--- config.mk ---
export PLATFORM = sky130hd
export DESIGN_NAME = node_top
export DESIGN_NICKNAME = d
export VERILOG_FILES = /design/src/verilog/node_cfg_pkg.sv /design/src/verilog/node_msg_pkg.sv /design/src/verilog/node_control.sv /design/src/verilog/node_control_inputs.sv /design/src/verilog/node_control_outputs.sv /design/src/verilog/node_top.sv /design/src/verilog/output_store.sv
export SDC_FILE = /design/constraint.sdc
export NUM_CORES = 1
export LEC_CHECK = 0
export BUFFER_PORTS_ARGS = -buffer_cell sky130_fd_sc_hd__clkbuf_2
export CORE_UTILIZATION = 50
export DETAILED_ROUTE_END_ITERATION = 7
export GPL_ROUTABILITY_DRIVEN = 0
export PLACE_DENSITY = 0.74
export SYNTH_ARGS = -nofsm -noshare
export SYNTH_HDL_FRONTEND = slang
export SYNTH_SLANG_ARGS = --single-unit
--- constraint.sdc ---
create_clock -name clk_i -period 7.9 [get_ports clk_i]
set_input_delay 1.58 -clock clk_i [delete_from_list [all_inputs] [get_ports clk_i]]
set_output_delay 1.58 -clock clk_i [all_outputs]
set_load 0.02 [all_outputs]
--- src/verilog/node_cfg_pkg.sv ---
/*
 * Node geometry and the layout of one mapping store entry.
 * Row, column and I/O index widths are fixed here for the whole mesh.
 */
package node_cfg_pkg;

    // ==================================================
    // Mesh geometry
    // ==================================================

    localparam int ROW_W = 4; // Node row address
    localparam int COL_W = 4; // Node column address
    localparam int IOR_W = 3; // Input or output index

    // ==================================================
    // Mapping store entry
    // ==================================================

    // One fan-out target of a core output
    typedef struct packed {
        logic             loopback; // Target is this node
        logic [ROW_W-1:0] row;      // Target row
        logic [COL_W-1:0] col;      // Target column
        logic [IOR_W-1:0] index;    // Target input index
        logic             is_seq;   // Target input is sequential
    } store_entry_t;

endpackage : node_cfg_pkg

--- src/verilog/node_msg_pkg.sv ---
/*
 * Request, update and message words seen at the node boundary.
 * Field widths come from node_cfg_pkg, so compile that package first.
 */
package node_msg_pkg;

    // Mapping request for one output
    typedef struct packed {
        logic [node_cfg_pkg::IOR_W-1:0] out_idx; // Output being mapped
        logic [node_cfg_pkg::ROW_W-1:0] row;
        logic [node_cfg_pkg::COL_W-1:0] col;
        logic [node_cfg_pkg::IOR_W-1:0] index;   // Target input
        logic                           is_seq;
    } map_req_t;

    // Signal update, external or loopback
    typedef struct packed {
        logic [node_cfg_pkg::IOR_W-1:0] index;
        logic                           is_seq; // Held until trigger
        logic                           state;
    } sig_upd_t;

    // Outbound message to a remote node
    typedef struct packed {
        logic [node_cfg_pkg::ROW_W-1:0] row;
        logic [node_cfg_pkg::COL_W-1:0] col;
        logic [node_cfg_pkg::IOR_W-1:0] index;
        logic                           is_seq;
        logic                           state; // New output value
    } node_msg_t;

endpackage : node_msg_pkg

--- src/verilog/node_control.sv ---
/*
 * Node control. Writes mappings into the store and tracks per-output pointers.
 * Mappings for one output must be back to back and only while idle.
 * A walk owns the store address, writes take it otherwise.
 */
`timescale 1ns/1ps

module node_control #(
      parameter int INPUTS      = 8
    , parameter int OUTPUTS     = 8
    , parameter int STORE_DEPTH = 32
) (
      input  logic                             clk_i
    , input  logic                             arst_n_i
    , input  logic [node_cfg_pkg::ROW_W-1:0]   node_row_i
    , input  logic [node_cfg_pkg::COL_W-1:0]   node_col_i
    , input  logic                             trigger_i
    , input  node_msg_pkg::map_req_t           map_i
    , input  logic                             map_valid_i
    , input  node_msg_pkg::sig_upd_t           sig_i
    , input  logic                             sig_valid_i
    , input  logic [OUTPUTS-1:0]               core_outputs_i
    , output logic                             core_trigger_o
    , output logic [INPUTS-1:0]                core_inputs_o
    , output node_msg_pkg::node_msg_t          msg_o
    , output logic                             msg_valid_o
    , input  logic                             msg_ready_i
    , output logic [$clog2(STORE_DEPTH)-1:0]   store_addr_o
    , output logic                             store_wr_en_o
    , output node_cfg_pkg::store_entry_t       store_wr_data_o
    , output logic                             store_rd_en_o
    , input  node_cfg_pkg::store_entry_t       store_rd_data_i
    , output logic                             idle_o
);

    localparam int AW = $clog2(STORE_DEPTH);

    logic [OUTPUTS-1:0]         actv_q;
    logic [OUTPUTS-1:0][AW-1:0] base_q, final_q;
    logic [AW:0]                next_q;  // Extra bit catches overflow
    logic [AW-1:0]              rd_addr;
    logic                       rd_en, walk_idle;
    node_msg_pkg::sig_upd_t     loop;
    logic                       loop_valid;

    // ==================================================
    // Mapping writes
    // ==================================================

    assign store_wr_en_o   = map_valid_i; // Written on the next edge
    assign store_wr_data_o = '{
        loopback: (map_i.row == node_row_i) && (map_i.col == node_col_i),
        row:      map_i.row,
        col:      map_i.col,
        index:    map_i.index,
        is_seq:   map_i.is_seq
    };

    always_ff @(posedge clk_i or negedge arst_n_i) begin
        if (!arst_n_i) begin
            actv_q  <= '0;
            base_q  <= '0;
            final_q <= '0;
            next_q  <= '0;
        end else if (map_valid_i) begin
            // First mapping of an output sets its base
            if (!actv_q[map_i.out_idx]) base_q[map_i.out_idx] <= next_q[AW-1:0];
            final_q[map_i.out_idx] <= next_q[AW-1:0];
            actv_q[map_i.out_idx]  <= 1'b1;
            next_q                 <= next_q + 1'b1;
        end
    end

    // Read wins the address, writes only happen while idle
    assign store_addr_o  = rd_en ? rd_addr : next_q[AW-1:0];
    assign store_rd_en_o = rd_en;

    // ==================================================
    // Sub-blocks
    // ==================================================

    node_control_inputs #(
        .INPUTS         (INPUTS)
    ) ctrl_inputs (
          .clk_i          (clk_i)
        , .arst_n_i       (arst_n_i)
        , .trigger_i      (trigger_i)
        , .sig_i          (sig_i)
        , .sig_valid_i    (sig_valid_i)
        , .loop_i         (loop)
        , .loop_valid_i   (loop_valid)
        , .core_trigger_o (core_trigger_o)
        , .core_inputs_o  (core_inputs_o)
    );

    node_control_outputs #(
          .OUTPUTS        (OUTPUTS)
        , .STORE_DEPTH    (STORE_DEPTH)
    ) ctrl_outputs (
          .clk_i          (clk_i)
        , .arst_n_i       (arst_n_i)
        , .core_outputs_i (core_outputs_i)
        , .out_actv_i     (actv_q)
        , .out_base_i     (base_q)
        , .out_final_i    (final_q)
        , .rd_addr_o      (rd_addr)
        , .rd_en_o        (rd_en)
        , .rd_data_i      (store_rd_data_i)
        , .msg_o          (msg_o)
        , .msg_valid_o    (msg_valid_o)
        , .msg_ready_i    (msg_ready_i)
        , .loop_o         (loop)
        , .loop_valid_o   (loop_valid)
        , .idle_o         (walk_idle)
    );

    assign idle_o = walk_idle && !core_trigger_o; // Trigger still in flight

    // A write during a walk would corrupt the held read data
    a_map_idle : assert property (
        @(posedge clk_i) disable iff (!arst_n_i)
        map_valid_i |-> walk_idle
    );

    a_store_full : assert property (
        @(posedge clk_i) disable iff (!arst_n_i)
        map_valid_i |-> (next_q < STORE_DEPTH)
    );

endmodule : node_control

--- src/verilog/node_control_inputs.sv ---
/*
 * Collects input updates into the live core input vector.
 * The pending vector mirrors every update. A trigger copies it to live.
 * External and loopback updates in one cycle both apply, one trigger pulse.
 */
`timescale 1ns/1ps

module node_control_inputs #(
    parameter int INPUTS = 8
) (
      input  logic                   clk_i
    , input  logic                   arst_n_i
    , input  logic                   trigger_i
    , input  node_msg_pkg::sig_upd_t sig_i
    , input  logic                   sig_valid_i
    , input  node_msg_pkg::sig_upd_t loop_i
    , input  logic                   loop_valid_i
    , output logic                   core_trigger_o
    , output logic [INPUTS-1:0]      core_inputs_o
);

    // ==================================================
    // State
    // ==================================================

    logic [INPUTS-1:0]      live_q, live_d; // Drives the core
    logic [INPUTS-1:0]      pend_q, pend_d; // Next state incl. sequential
    logic                   trig_q;
    logic                   change;         // Real combinational change
    node_msg_pkg::sig_upd_t upd [2];
    logic                   upd_vld [2];

    assign upd[0]     = sig_i;
    assign upd[1]     = loop_i;
    assign upd_vld[0] = sig_valid_i;
    assign upd_vld[1] = loop_valid_i;

    // ==================================================
    // Update rules
    // ==================================================

    always_comb begin
        live_d = live_q;
        pend_d = pend_q;
        change = 1'b0;
        for (int i = 0; i < 2; i++) begin
            if (upd_vld[i]) begin
                pend_d[upd[i].index] = upd[i].state;
                if (!upd[i].is_seq) begin
                    // Only a flipped bit restarts the core
                    if (live_q[upd[i].index] != upd[i].state) change = 1'b1;
                    live_d[upd[i].index] = upd[i].state;
                end
            end
        end
        if (trigger_i) live_d = pend_d; // Release sequential state
    end

    always_ff @(posedge clk_i or negedge arst_n_i) begin
        if (!arst_n_i) begin
            live_q <= '0;
            pend_q <= '0;
            trig_q <= 1'b0;
        end else begin
            live_q <= live_d;
            pend_q <= pend_d;
            trig_q <= trigger_i || change; // Single cycle pulse
        end
    end

    assign core_inputs_o  = live_q;
    assign core_trigger_o = trig_q;

    // Loopback index comes from the mapping store
    a_index_range : assert property (
        @(posedge clk_i) disable iff (!arst_n_i)
        (sig_valid_i |-> sig_i.index < INPUTS) and
        (loop_valid_i |-> loop_i.index < INPUTS)
    );

endmodule : node_control_inputs

--- src/verilog/node_control_outputs.sv ---
/*
 * Walks the mapping entries of each changed output, lowest index first.
 * One entry costs a read cycle plus a send cycle, longer under back-pressure.
 * Relies on the store holding its read data until the next read.
 */
`timescale 1ns/1ps

module node_control_outputs #(
      parameter int OUTPUTS     = 8
    , parameter int STORE_DEPTH = 32
) (
      input  logic                                         clk_i
    , input  logic                                         arst_n_i
    , input  logic [OUTPUTS-1:0]                           core_outputs_i
    , input  logic [OUTPUTS-1:0]                           out_actv_i
    , input  logic [OUTPUTS-1:0][$clog2(STORE_DEPTH)-1:0]  out_base_i
    , input  logic [OUTPUTS-1:0][$clog2(STORE_DEPTH)-1:0]  out_final_i
    , output logic [$clog2(STORE_DEPTH)-1:0]               rd_addr_o
    , output logic                                         rd_en_o
    , input  node_cfg_pkg::store_entry_t                   rd_data_i
    , output node_msg_pkg::node_msg_t                      msg_o
    , output logic                                         msg_valid_o
    , input  logic                                         msg_ready_i
    , output node_msg_pkg::sig_upd_t                       loop_o
    , output logic                                         loop_valid_o
    , output logic                                         idle_o
);

    localparam int AW    = $clog2(STORE_DEPTH);
    localparam int SEL_W = $clog2(OUTPUTS);

    typedef enum logic [1:0] {
        WALK_IDLE,
        WALK_READ, // Store read issued
        WALK_SEND  // Entry on rd_data_i
    } walk_t;

    walk_t              state_q;
    logic [OUTPUTS-1:0] last_q;     // Last sent output values
    logic [OUTPUTS-1:0] changed;
    logic [SEL_W-1:0]   sel;
    logic [AW-1:0]      cur_q, fin_q;
    logic               val_q;      // Value carried by this walk
    logic               start, send_done;

    // ==================================================
    // Change detect and priority pick
    // ==================================================

    assign changed = (core_outputs_i ^ last_q) & out_actv_i; // Unmapped ignored

    always_comb begin
        sel = '0;
        for (int i = OUTPUTS - 1; i >= 0; i--) begin
            if (changed[i]) sel = SEL_W'(i); // Lowest wins
        end
    end

    assign start     = (state_q == WALK_IDLE) && (|changed);
    assign send_done = (state_q == WALK_SEND) && (rd_data_i.loopback || msg_ready_i);

    // ==================================================
    // Walk FSM
    // ==================================================

    always_ff @(posedge clk_i or negedge arst_n_i) begin
        if (!arst_n_i) begin
            state_q <= WALK_IDLE;
            last_q  <= '0;
        end else begin
            case (state_q)
                WALK_IDLE: begin
                    if (start) begin
                        last_q[sel] <= core_outputs_i[sel]; // Taken at walk start
                        state_q     <= WALK_READ;
                    end
                end
                WALK_READ: state_q <= WALK_SEND;
                WALK_SEND: begin
                    if (send_done) state_q <= (cur_q == fin_q) ? WALK_IDLE : WALK_READ;
                end
                default: state_q <= WALK_IDLE;
            endcase
        end
    end

    // Walk pointers and carried value
    always_ff @(posedge clk_i) begin
        if (start) begin
            cur_q <= out_base_i[sel];
            fin_q <= out_final_i[sel];
            val_q <= core_outputs_i[sel];
        end else if (send_done) begin
            cur_q <= cur_q + 1'b1; // Entries of one output are contiguous
        end
    end

    // ==================================================
    // Store read and outbound paths
    // ==================================================

    assign rd_addr_o = cur_q;
    assign rd_en_o   = (state_q == WALK_READ);

    assign msg_o = '{row: rd_data_i.row, col: rd_data_i.col, index: rd_data_i.index,
                     is_seq: rd_data_i.is_seq, state: val_q};
    assign msg_valid_o = (state_q == WALK_SEND) && !rd_data_i.loopback;

    assign loop_o       = '{index: rd_data_i.index, is_seq: rd_data_i.is_seq, state: val_q};
    assign loop_valid_o = (state_q == WALK_SEND) && rd_data_i.loopback; // Never stalls

    assign idle_o = (state_q == WALK_IDLE) && !(|changed);

    // Store data must hold across the stall
    a_msg_hold : assert property (
        @(posedge clk_i) disable iff (!arst_n_i)
        (msg_valid_o && !msg_ready_i) |=> (msg_valid_o && $stable(msg_o))
    );

endmodule : node_control_outputs

--- src/verilog/node_top.sv ---
/*
 * Node top. Control block plus its mapping store.
 * INPUTS, OUTPUTS and STORE_DEPTH are set here only.
 */
`timescale 1ns/1ps

module node_top #(
      parameter int INPUTS      = 8
    , parameter int OUTPUTS     = 8
    , parameter int STORE_DEPTH = 32
) (
      input  logic                           clk_i
    , input  logic                           arst_n_i
    // Strobes
    , input  logic                           trigger_i
    , input  node_msg_pkg::map_req_t         map_i
    , input  logic                           map_valid_i
    , input  node_msg_pkg::sig_upd_t         sig_i
    , input  logic                           sig_valid_i
    // Levels
    , input  logic [node_cfg_pkg::ROW_W-1:0] node_row_i
    , input  logic [node_cfg_pkg::COL_W-1:0] node_col_i
    , input  logic [OUTPUTS-1:0]             core_outputs_i
    // Core side
    , output logic                           core_trigger_o
    , output logic [INPUTS-1:0]              core_inputs_o
    , output logic                           idle_o
    // Message stream
    , output node_msg_pkg::node_msg_t        msg_o
    , output logic                           msg_valid_o
    , input  logic                           msg_ready_i
);

    logic [$clog2(STORE_DEPTH)-1:0] store_addr;
    logic                           store_wr_en, store_rd_en;
    node_cfg_pkg::store_entry_t     store_wr_data, store_rd_data;

    node_control #(
          .INPUTS          (INPUTS)
        , .OUTPUTS         (OUTPUTS)
        , .STORE_DEPTH     (STORE_DEPTH)
    ) ctrl (
          .clk_i           (clk_i)
        , .arst_n_i        (arst_n_i)
        , .node_row_i      (node_row_i)
        , .node_col_i      (node_col_i)
        , .trigger_i       (trigger_i)
        , .map_i           (map_i)
        , .map_valid_i     (map_valid_i)
        , .sig_i           (sig_i)
        , .sig_valid_i     (sig_valid_i)
        , .core_outputs_i  (core_outputs_i)
        , .core_trigger_o  (core_trigger_o)
        , .core_inputs_o   (core_inputs_o)
        , .msg_o           (msg_o)
        , .msg_valid_o     (msg_valid_o)
        , .msg_ready_i     (msg_ready_i)
        , .store_addr_o    (store_addr)
        , .store_wr_en_o   (store_wr_en)
        , .store_wr_data_o (store_wr_data)
        , .store_rd_en_o   (store_rd_en)
        , .store_rd_data_i (store_rd_data)
        , .idle_o          (idle_o)
    );

    output_store #(
        .STORE_DEPTH (STORE_DEPTH)
    ) store (
          .clk_i     (clk_i)
        , .arst_n_i  (arst_n_i)
        , .addr_i    (store_addr)
        , .wr_en_i   (store_wr_en)
        , .wr_data_i (store_wr_data)
        , .rd_en_i   (store_rd_en)
        , .rd_data_o (store_rd_data)
    );

endmodule : node_top

--- src/verilog/output_store.sv ---
/*
 * Single-port mapping store. Read data is registered and appears one
 * cycle after rd_en_i, then holds until the next read.
 * Write and read must not be enabled together.
 */
`timescale 1ns/1ps

module output_store #(
    parameter int STORE_DEPTH = 32
) (
      input  logic                             clk_i
    , input  logic                             arst_n_i
    , input  logic [$clog2(STORE_DEPTH)-1:0]   addr_i
    , input  logic                             wr_en_i
    , input  node_cfg_pkg::store_entry_t       wr_data_i
    , input  logic                             rd_en_i
    , output node_cfg_pkg::store_entry_t       rd_data_o
);

    node_cfg_pkg::store_entry_t mem [STORE_DEPTH]; // Entry array

    always_ff @(posedge clk_i) begin
        if (wr_en_i) begin
            mem[addr_i] <= wr_data_i;
        end
        if (rd_en_i) begin
            rd_data_o <= mem[addr_i]; // Held while idle
        end
    end

    // Non power-of-two depths leave unused addresses
    a_addr_range : assert property (
        @(posedge clk_i) disable iff (!arst_n_i)
        (wr_en_i || rd_en_i) |-> (addr_i < STORE_DEPTH)
    );

endmodule : output_store
==> impl_metrics.tcl, run 1 <==
set metrics [dict create \
    status "finished, final reports clean" \
    die_w_um 216 \
    synth_edf_count 440 \
    timing.rr.start "ctrl.ctrl_outputs.state_q[1]" \
    r2r_cells 7 \
    nNetsFinal 1563 \
    relSlewSlack 0.0993 \
    yosys_most_used_dff "edfxtp_1" \
    drt_iter0_markers 1710 \
    syn_nets 1533 \
    post-route-period-util 0.554 \
    drc 0 \
    start_util 0.506 \
    syn_area_mm2 0.0229 \
    peakVddDrop_v 0.000379 \
    reg2reg_to "store.mem[10][7]" \
    cts_hold_buf 0 \
    area_delta_synth_final_pct 11.1 \
    finalHoldViolCount 0 \
    drt_first_pass_iters 6 \
    io_pins 66 \
    wl_um 55300 \
    numCtsBuffers 55 \
    die_h_um 216 \
    postLayoutSetupSlackWorst_ns 3.52 \
    critical_path.max_fanout 7 \
    leakage_nw 8.73 \
    min_to "ctrl.final_q[26]" \
    cts_setup_buffers 0 \
    track_usage 0.236 \
    switching_share 0.364 \
    async_flop_share 0.214 \
    syn_avg_cell_area_um2 15.4 \
    final_cells 2161 \
    place_ws_ns 3.56 \
    wire_per_inst_um 25.6 \
    arrival_ns 2.80 \
    finalClockSkew_ns 0.0598 \
    power_density_mw_per_mm2 408 \
    grt_setup_unrepaired "false" \
    slew_violations 0 \
    hold_depth 2 \
    layout-drive-gt1-share 0.183 \
    synth.distinct_cells 60 \
    hold_path_class "flip-flop to flip-flop" \
    fp-row-count 78 \
    coreArea_mm2 0.0453 \
    path_clk_slew_ns 0.06 \
    setup.worst_path.end_class "primary output" \
    synth_cells 1489 \
    p_sw_mw 3.79 \
    worstPathRequired_ns 6.32 \
    placed_area_mm2 0.0237 \
    setup_viol 0 \
    finalSetupTns_ns 0 \
    synth_warnings 0 \
    seq_power_share 0.403 \
    grt_pass1_wl_um 83200 \
    final.min_clock_period_ns 4.38 \
    portBuffers 65 \
    p_total_mw 10.4 \
    vias_per_cell 6.45 \
    reg2reg_slack_ns 3.78 \
    holdCritStartpoint "ctrl.final_q[26]" \
    vias 13900 \
    synth-seq-cells 560 \
    clkPwrFrac 0.252 \
    grt_pass1_vias 13600 \
    htreeDepth 2 \
    placedCellCount 2062 \
    grt_start_max_net_pins 106 \
    crit_type "input pin to primary output" \
    insertion_delay_ns 0.64 \
    internal_power_mw 6.61 \
    cts_tree "built" \
    diodes 0 \
    cap_violations 0 \
    grt-ovfl-total 0 \
    yosysSeqAreaShare 0.707 \
    drtAntennaViolNets 0 \
    critPathLaunchType "input pin" \
    clock_sink_count 560 \
    root_buffer "clkbuf_16" \
    ctsResizeCount 0 \
    grt_antenna_before_repair 0 \
    cts.path.max_buffers 3 \
    timing.fmax_ghz 0.229 \
    dpl.hpwl_um 32600 \
    die_area_mm2 0.0467 \
    fin_area_mm2 0.0255 \
    worst_pin_slew_ns 1.35 \
    combPwrFrac 0.345 \
]
==> worst max-delay path, stage by stage <==
cell and delay [ns]:
clkbuf_2 0.10, xor2_1 0.29, a22o_1 0.36, nor3_1 0.09, and4b_1 0.23, clkbuf_2 0.15
==> state kept, by name, summed over array words and instances (netlist names), 2 cells and up <==
register / flops
ctrl.actv_q: 8
ctrl.base_q: 40
ctrl.ctrl_inputs.core_inputs_o: 8
ctrl.ctrl_inputs.pend_q: 8
ctrl.ctrl_outputs.fin_q: 5
ctrl.ctrl_outputs.last_q: 8
ctrl.ctrl_outputs.rd_addr_o: 5
ctrl.ctrl_outputs.state_q: 2
ctrl.final_q: 40
ctrl.next_q: 5
store.mem: 416
store.rd_data_o: 13
==> layer usage <==
metal / vias up / routed length (µm) / GRT usage
met4: 0 / 1710 / 0.0869
li1: 6027 / - / -
met1: 7047 / 22400 / 0.334
met3: 125 / 5260 / 0.0434
met5: - / 0 / 0
met2: 736 / 25900 / 0.366
==> cells in the mapped netlist (all sizes together) (17+ instances only) <==
| cell type | n | area [µm²] |
|---|---|---|
| a21oi | 19 | 95.1 |
| o22ai | 53 | 332 |
| nor2 | 62 | 233 |
| o21a | 18 | 135 |
| nor3 | 17 | 85.1 |
| o21ai | 51 | 259 |
| nand3 | 25 | 125 |
| a22o | 110 | 963 |
| buf | 48 | 298 |
| nand2 | 58 | 218 |
| mux2i | 35 | 350 |
| nor3b | 21 | 158 |
| edfxtp | 440 | 13200 |
| clkbuf | 61 | 229 |
| mux2 | 92 | 1040 |
| a221oi | 105 | 1010 |
| xnor2 | 19 | 166 |
| dfrtp | 120 | 3000 |
==> power by group through the flow <==
stage / logic, mW / registers, mW / clock network, mW
2_1_floorplan: 2.61 / 4.02 / 0
3_3_place_gp: 3.46 / 4.21 / 0
3_5_place_dp: 3.52 / 4.24 / 0
4_1_cts: 3.54 / 4.18 / 2.65
5_1_grt: 3.82 / 4.24 / 2.75
6_report: 3.59 / 4.19 / 2.62
==> through the flow <==
stage	utilization	hold slack (ns)
detailed placement	0.523	0.477
floorplan	-	0.442
global placement	0.523	0.464
CTS	0.563	0.491
global route	0.563	0.521
finish	0.563	0.487
==> cells in the final DEF (no fill, tap or decap), types with 6 or more instances in the layout <==
master / instances
a21oi_1: 19
a221oi_1: 90
a221oi_2: 15
a22o_1: 110
a22oi_1: 7
buf_4: 17
bufinv_16: 6
clkbuf_1: 10
clkbuf_16: 55
clkbuf_2: 64
clkinv_1: 11
clkinv_2: 11
dfrtp_1: 120
edfxtp_1: 440
inv_1: 7
mux2_2: 88
mux2i_1: 35
nand2_1: 58
nand2b_1: 13
nand3_1: 25
nand3b_1: 11
nand4_1: 7
nor2_1: 61
nor3_1: 17
nor3b_1: 21
o21a_1: 18
o21ai_0: 49
o22ai_1: 53
or2_2: 6
or4_1: 13
xnor2_1: 19
xor2_1: 13
==> cell type report <==
| type | instances | area [µm²] |
|---|---|---|
| Clock inverter | 32 | 359 |
| Sequential cell | 560 | 16200 |
| Clock buffer | 67 | 1440 |
| Multi-Input combinational cell | 809 | 6210 |
| Timing Repair Buffer | 82 | 468 |
| Fill cell | 3444 | 19800 |
| Tap cell | 600 | 751 |
| Inverter | 11 | 41.3 |
==> worst max path at each step <==
stage	start	end	slack [ns]	cells past startpoint
2_1_floorplan	core_outputs_i[2]	idle_o	3.83	4
3_3_place_gp	core_outputs_i[2]	idle_o	3.58	6
3_5_place_dp	core_outputs_i[3]	idle_o	3.56	6
4_1_cts	core_outputs_i[3]	idle_o	3.55	6
5_1_grt	core_outputs_i[5]	idle_o	3.46	6
6_report	core_outputs_i[3]	idle_o	3.52	6
==> kinds of logic (layout without fill, tap and decap cells) <==
kind of cell	after synthesis	count (layout)	synth area share
multiplexers	127	127	0.0605
buffers and inverters	120	192	0.0248
adder cells (fa/ha/maj)	2	2	0.00109
flip-flops	560	560	0.707
AND/OR/NAND/NOR	251	251	0.0565
XOR/XNOR	32	32	0.0122
AO/OA/AOI/OAI	397	397	0.138
No activity file was read; power rests on OpenSTA's default activity.
==> run 2: changes to the inputs <==
- ABC_AREA: unset -> 1
- PLACE_DENSITY: 0.74 -> 0.77
- clock period: 7.9 -> 3.9 ns (I/O delays scaled with it)
==> impl_metrics.tcl, run 2 <==
set metrics [dict create \
    io_pins 66 \
    clock_sink_count 560 \
    seq_power_share 0.394 \
    synth-seq-cells 560 \
    grt_antenna_before_repair 1 \
    cts.path.max_buffers 3 \
    htreeDepth 2 \
    reg_top3 "store.mem x416, ctrl.base_q x40, ctrl.final_q x40" \
    dpl.hpwl_um 36100 \
    netlist_top_cells_area "edfxtp_1 (58%), dfrtp_1 (13%), a22oi_1 (6.9%)" \
    root_buffer "clkbuf_16" \
    internal_power_mw 13.1 \
    status "finished, final reports clean" \
    synth_mux_area_frac 0.000493 \
    synth_cells 1821 \
    syn_nets 1865 \
    cts_hold_buf 0 \
    p_sw_mw 7.90 \
    switching_share 0.377 \
    synth_most_common_cell "edfxtp_1" \
    drc 0 \
    grt_pass1_wl_um 88500 \
    hold_ws_ns 0.255 \
    track_usage 0.250 \
    leakage_nw 9.56 \
    die_w_um 216 \
    largest_reg_flops 416 \
    power_density_mw_per_mm2 814 \
    synth.distinct_cells 41 \
    numCtsBuffers 55 \
    ctsResizeCount 0 \
    async_flop_share 0.214 \
    layout-drive-gt1-share 0.137 \
    fillers 3462 \
    post-route-period-util 0.838 \
    synth_compound_area_frac 0.138 \
    yosys.area.top_type "edfxtp_1" \
    drtAntennaViolNets 0 \
    grt-ovfl-total 0 \
    relSlewSlack 0.204 \
    path_clk_slew_ns 0.06 \
    grt_start_max_net_pins 64 \
    worstPathRequired_ns 4.19 \
    synth_edf_count 440 \
    vias_per_cell 6.06 \
    cts_tree "built" \
    wl_um 57900 \
    die_h_um 216 \
    regMostFlops "store.mem" \
    synth_warnings 0 \
    finalSetupTns_ns 0 \
    drt_iter0_markers 2165 \
    drt_first_pass_iters 6 \
    insertion_delay_ns 0.62 \
    start_util 0.512 \
    synth_xor_area_frac 0.00920 \
    critical_path.max_fanout 43 \
    coreArea_mm2 0.0446 \
    cap_violations 0 \
    synthAdderAreaFrac 0.00109 \
    arrival_ns 3.56 \
    hold_path_class "input pin to async pin" \
    die_area_mm2 0.0466 \
    setup_viol 0 \
    final.min_clock_period_ns 3.27 \
    synth_commonest_cells "edfxtp_1 (440), nand2_1 (253), a22oi_1 (210)" \
    reg2reg_slack_ns 0.63 \
    critPathLaunchType "flip-flop" \
    finalClockSkew_ns 0.0220 \
    synth_top_area_frac 0.578 \
    yosys_most_used_dff "edfxtp_1" \
    nNetsFinal 1952 \
    crit_type "flip-flop to flip-flop" \
    vias 15400 \
    synth_top_family_by_area "compound AO/OA/AOI/OAI gates" \
    grt_setup_unrepaired "false" \
    peakVddDrop_v 0.000474 \
    cts_setup_buffers 0 \
    area_delta_synth_final_pct 12.8 \
    yosysSeqAreaShare 0.710 \
    wire_per_inst_um 22.8 \
    portBuffers 65 \
    syn_area_mm2 0.0229 \
    timing.fmax_ghz 0.306 \
    layout_common_cells "edfxtp_1 (440), nand2_1 (253), a22oi_1 (210)" \
    worst_pin_slew_ns 1.19 \
    combPwrFrac 0.347 \
    clkPwrFrac 0.259 \
    syn_avg_cell_area_um2 12.6 \
    yosys.area_share.simple 0.100 \
    layout_commonest_cell "edfxtp_1" \
    setup.worst_path.end_class "flip-flop" \
    diodes 0 \
    fp-row-count 77 \
    slew_violations 0 \
    grt_pass1_vias 15200 \
    finalHoldViolCount 0 \
]
[run 2: path summary, 6_finish.rpt]
check                                        startpoint                     endpoint  cells after the start
setup / recovery           ctrl.ctrl_outputs.state_q[1]             store.mem[24][7]                      8
max in group asynchronous                      arst_n_i             ctrl.final_q[31]                      2
min in group clk_i                       ctrl.next_q[4]               ctrl.next_q[4]                      1
hold / removal                                 arst_n_i  ctrl.ctrl_outputs.last_q[4]                      1
hold reg to reg                          ctrl.next_q[4]               ctrl.next_q[4]                      1
setup reg to reg           ctrl.ctrl_outputs.state_q[1]             store.mem[24][7]                      8
[run 2: logic make-up after synthesis]
| kind of cell | count (synthesis) |
|---|---|
| DFF | 560 |
| and+or+nand+nor | 519 |
| AOI/OAI and AO/OA | 505 |
| buffers and inverters | 210 |
| xor gates and xnor gates | 24 |
| adders and majority gates | 2 |
| muxes | 1 |
[run 2: area by class of cell]
type	count	area, µm²	area share
clock buffer	66	1440	0.0559
clock inverter	35	407	0.0158
inverter	110	415	0.0161
multi-input combinational	1051	5710	0.221
sequential	560	16200	0.629
tap	592	741	0.0287
timing repair buffer	130	853	0.0331
[run 2: metal layers]
layer	GRT usage	vias up	part of all wire	wire length (µm)
li1	-	6851	-	-
met1	0.327	7611	0.39	22300
met2	0.416	832	0.49	28400
met3	0.0459	125	0.090	5230
met4	0.0967	2	0.033	1910
met5	0	-	0.00019	11
[run 2: power by group through the flow]
stage | logic (mW) | clock network [mW] | registers, mW
5_1_grt | 7.91 | 5.69 | 8.34
4_1_cts | 7.21 | 5.48 | 8.24
2_1_floorplan | 4.96 | 0 | 8.17
3_5_place_dp | 7.15 | 0 | 8.35
6_report | 7.28 | 5.44 | 8.26
3_3_place_gp | 6.96 | 0 | 8.30
[run 2: worst max-delay path, stage by stage, from the launching register on]
cell,delay [ns]
dfrtp_1,0.39
inv_1,0.09
nand2_2,0.18
nand2_1,0.13
o21ai_2,0.11
nor2_4,0.93
nand2_1,0.56
nor2_1,0.27
buf_4,0.27
[run 2: per-stage QoR]
stage / util / instances / cell area, µm² / worst slack [ns] / total power [mW]
6_report: 0.578 / 2544 / 25800 / 0.631 / 21.0
5_1_grt: 0.578 / 2544 / 25800 / 0.471 / 21.9
4_1_cts: 0.578 / 2544 / 25800 / 0.673 / 20.9
3_5_place_dp: 0.537 / 2443 / 23900 / 0.691 / 15.5
3_3_place_gp: 0.537 / 2443 / 23900 / 0.745 / 15.3
2_1_floorplan: - / 1821 / 22900 / 1.30 / 13.1
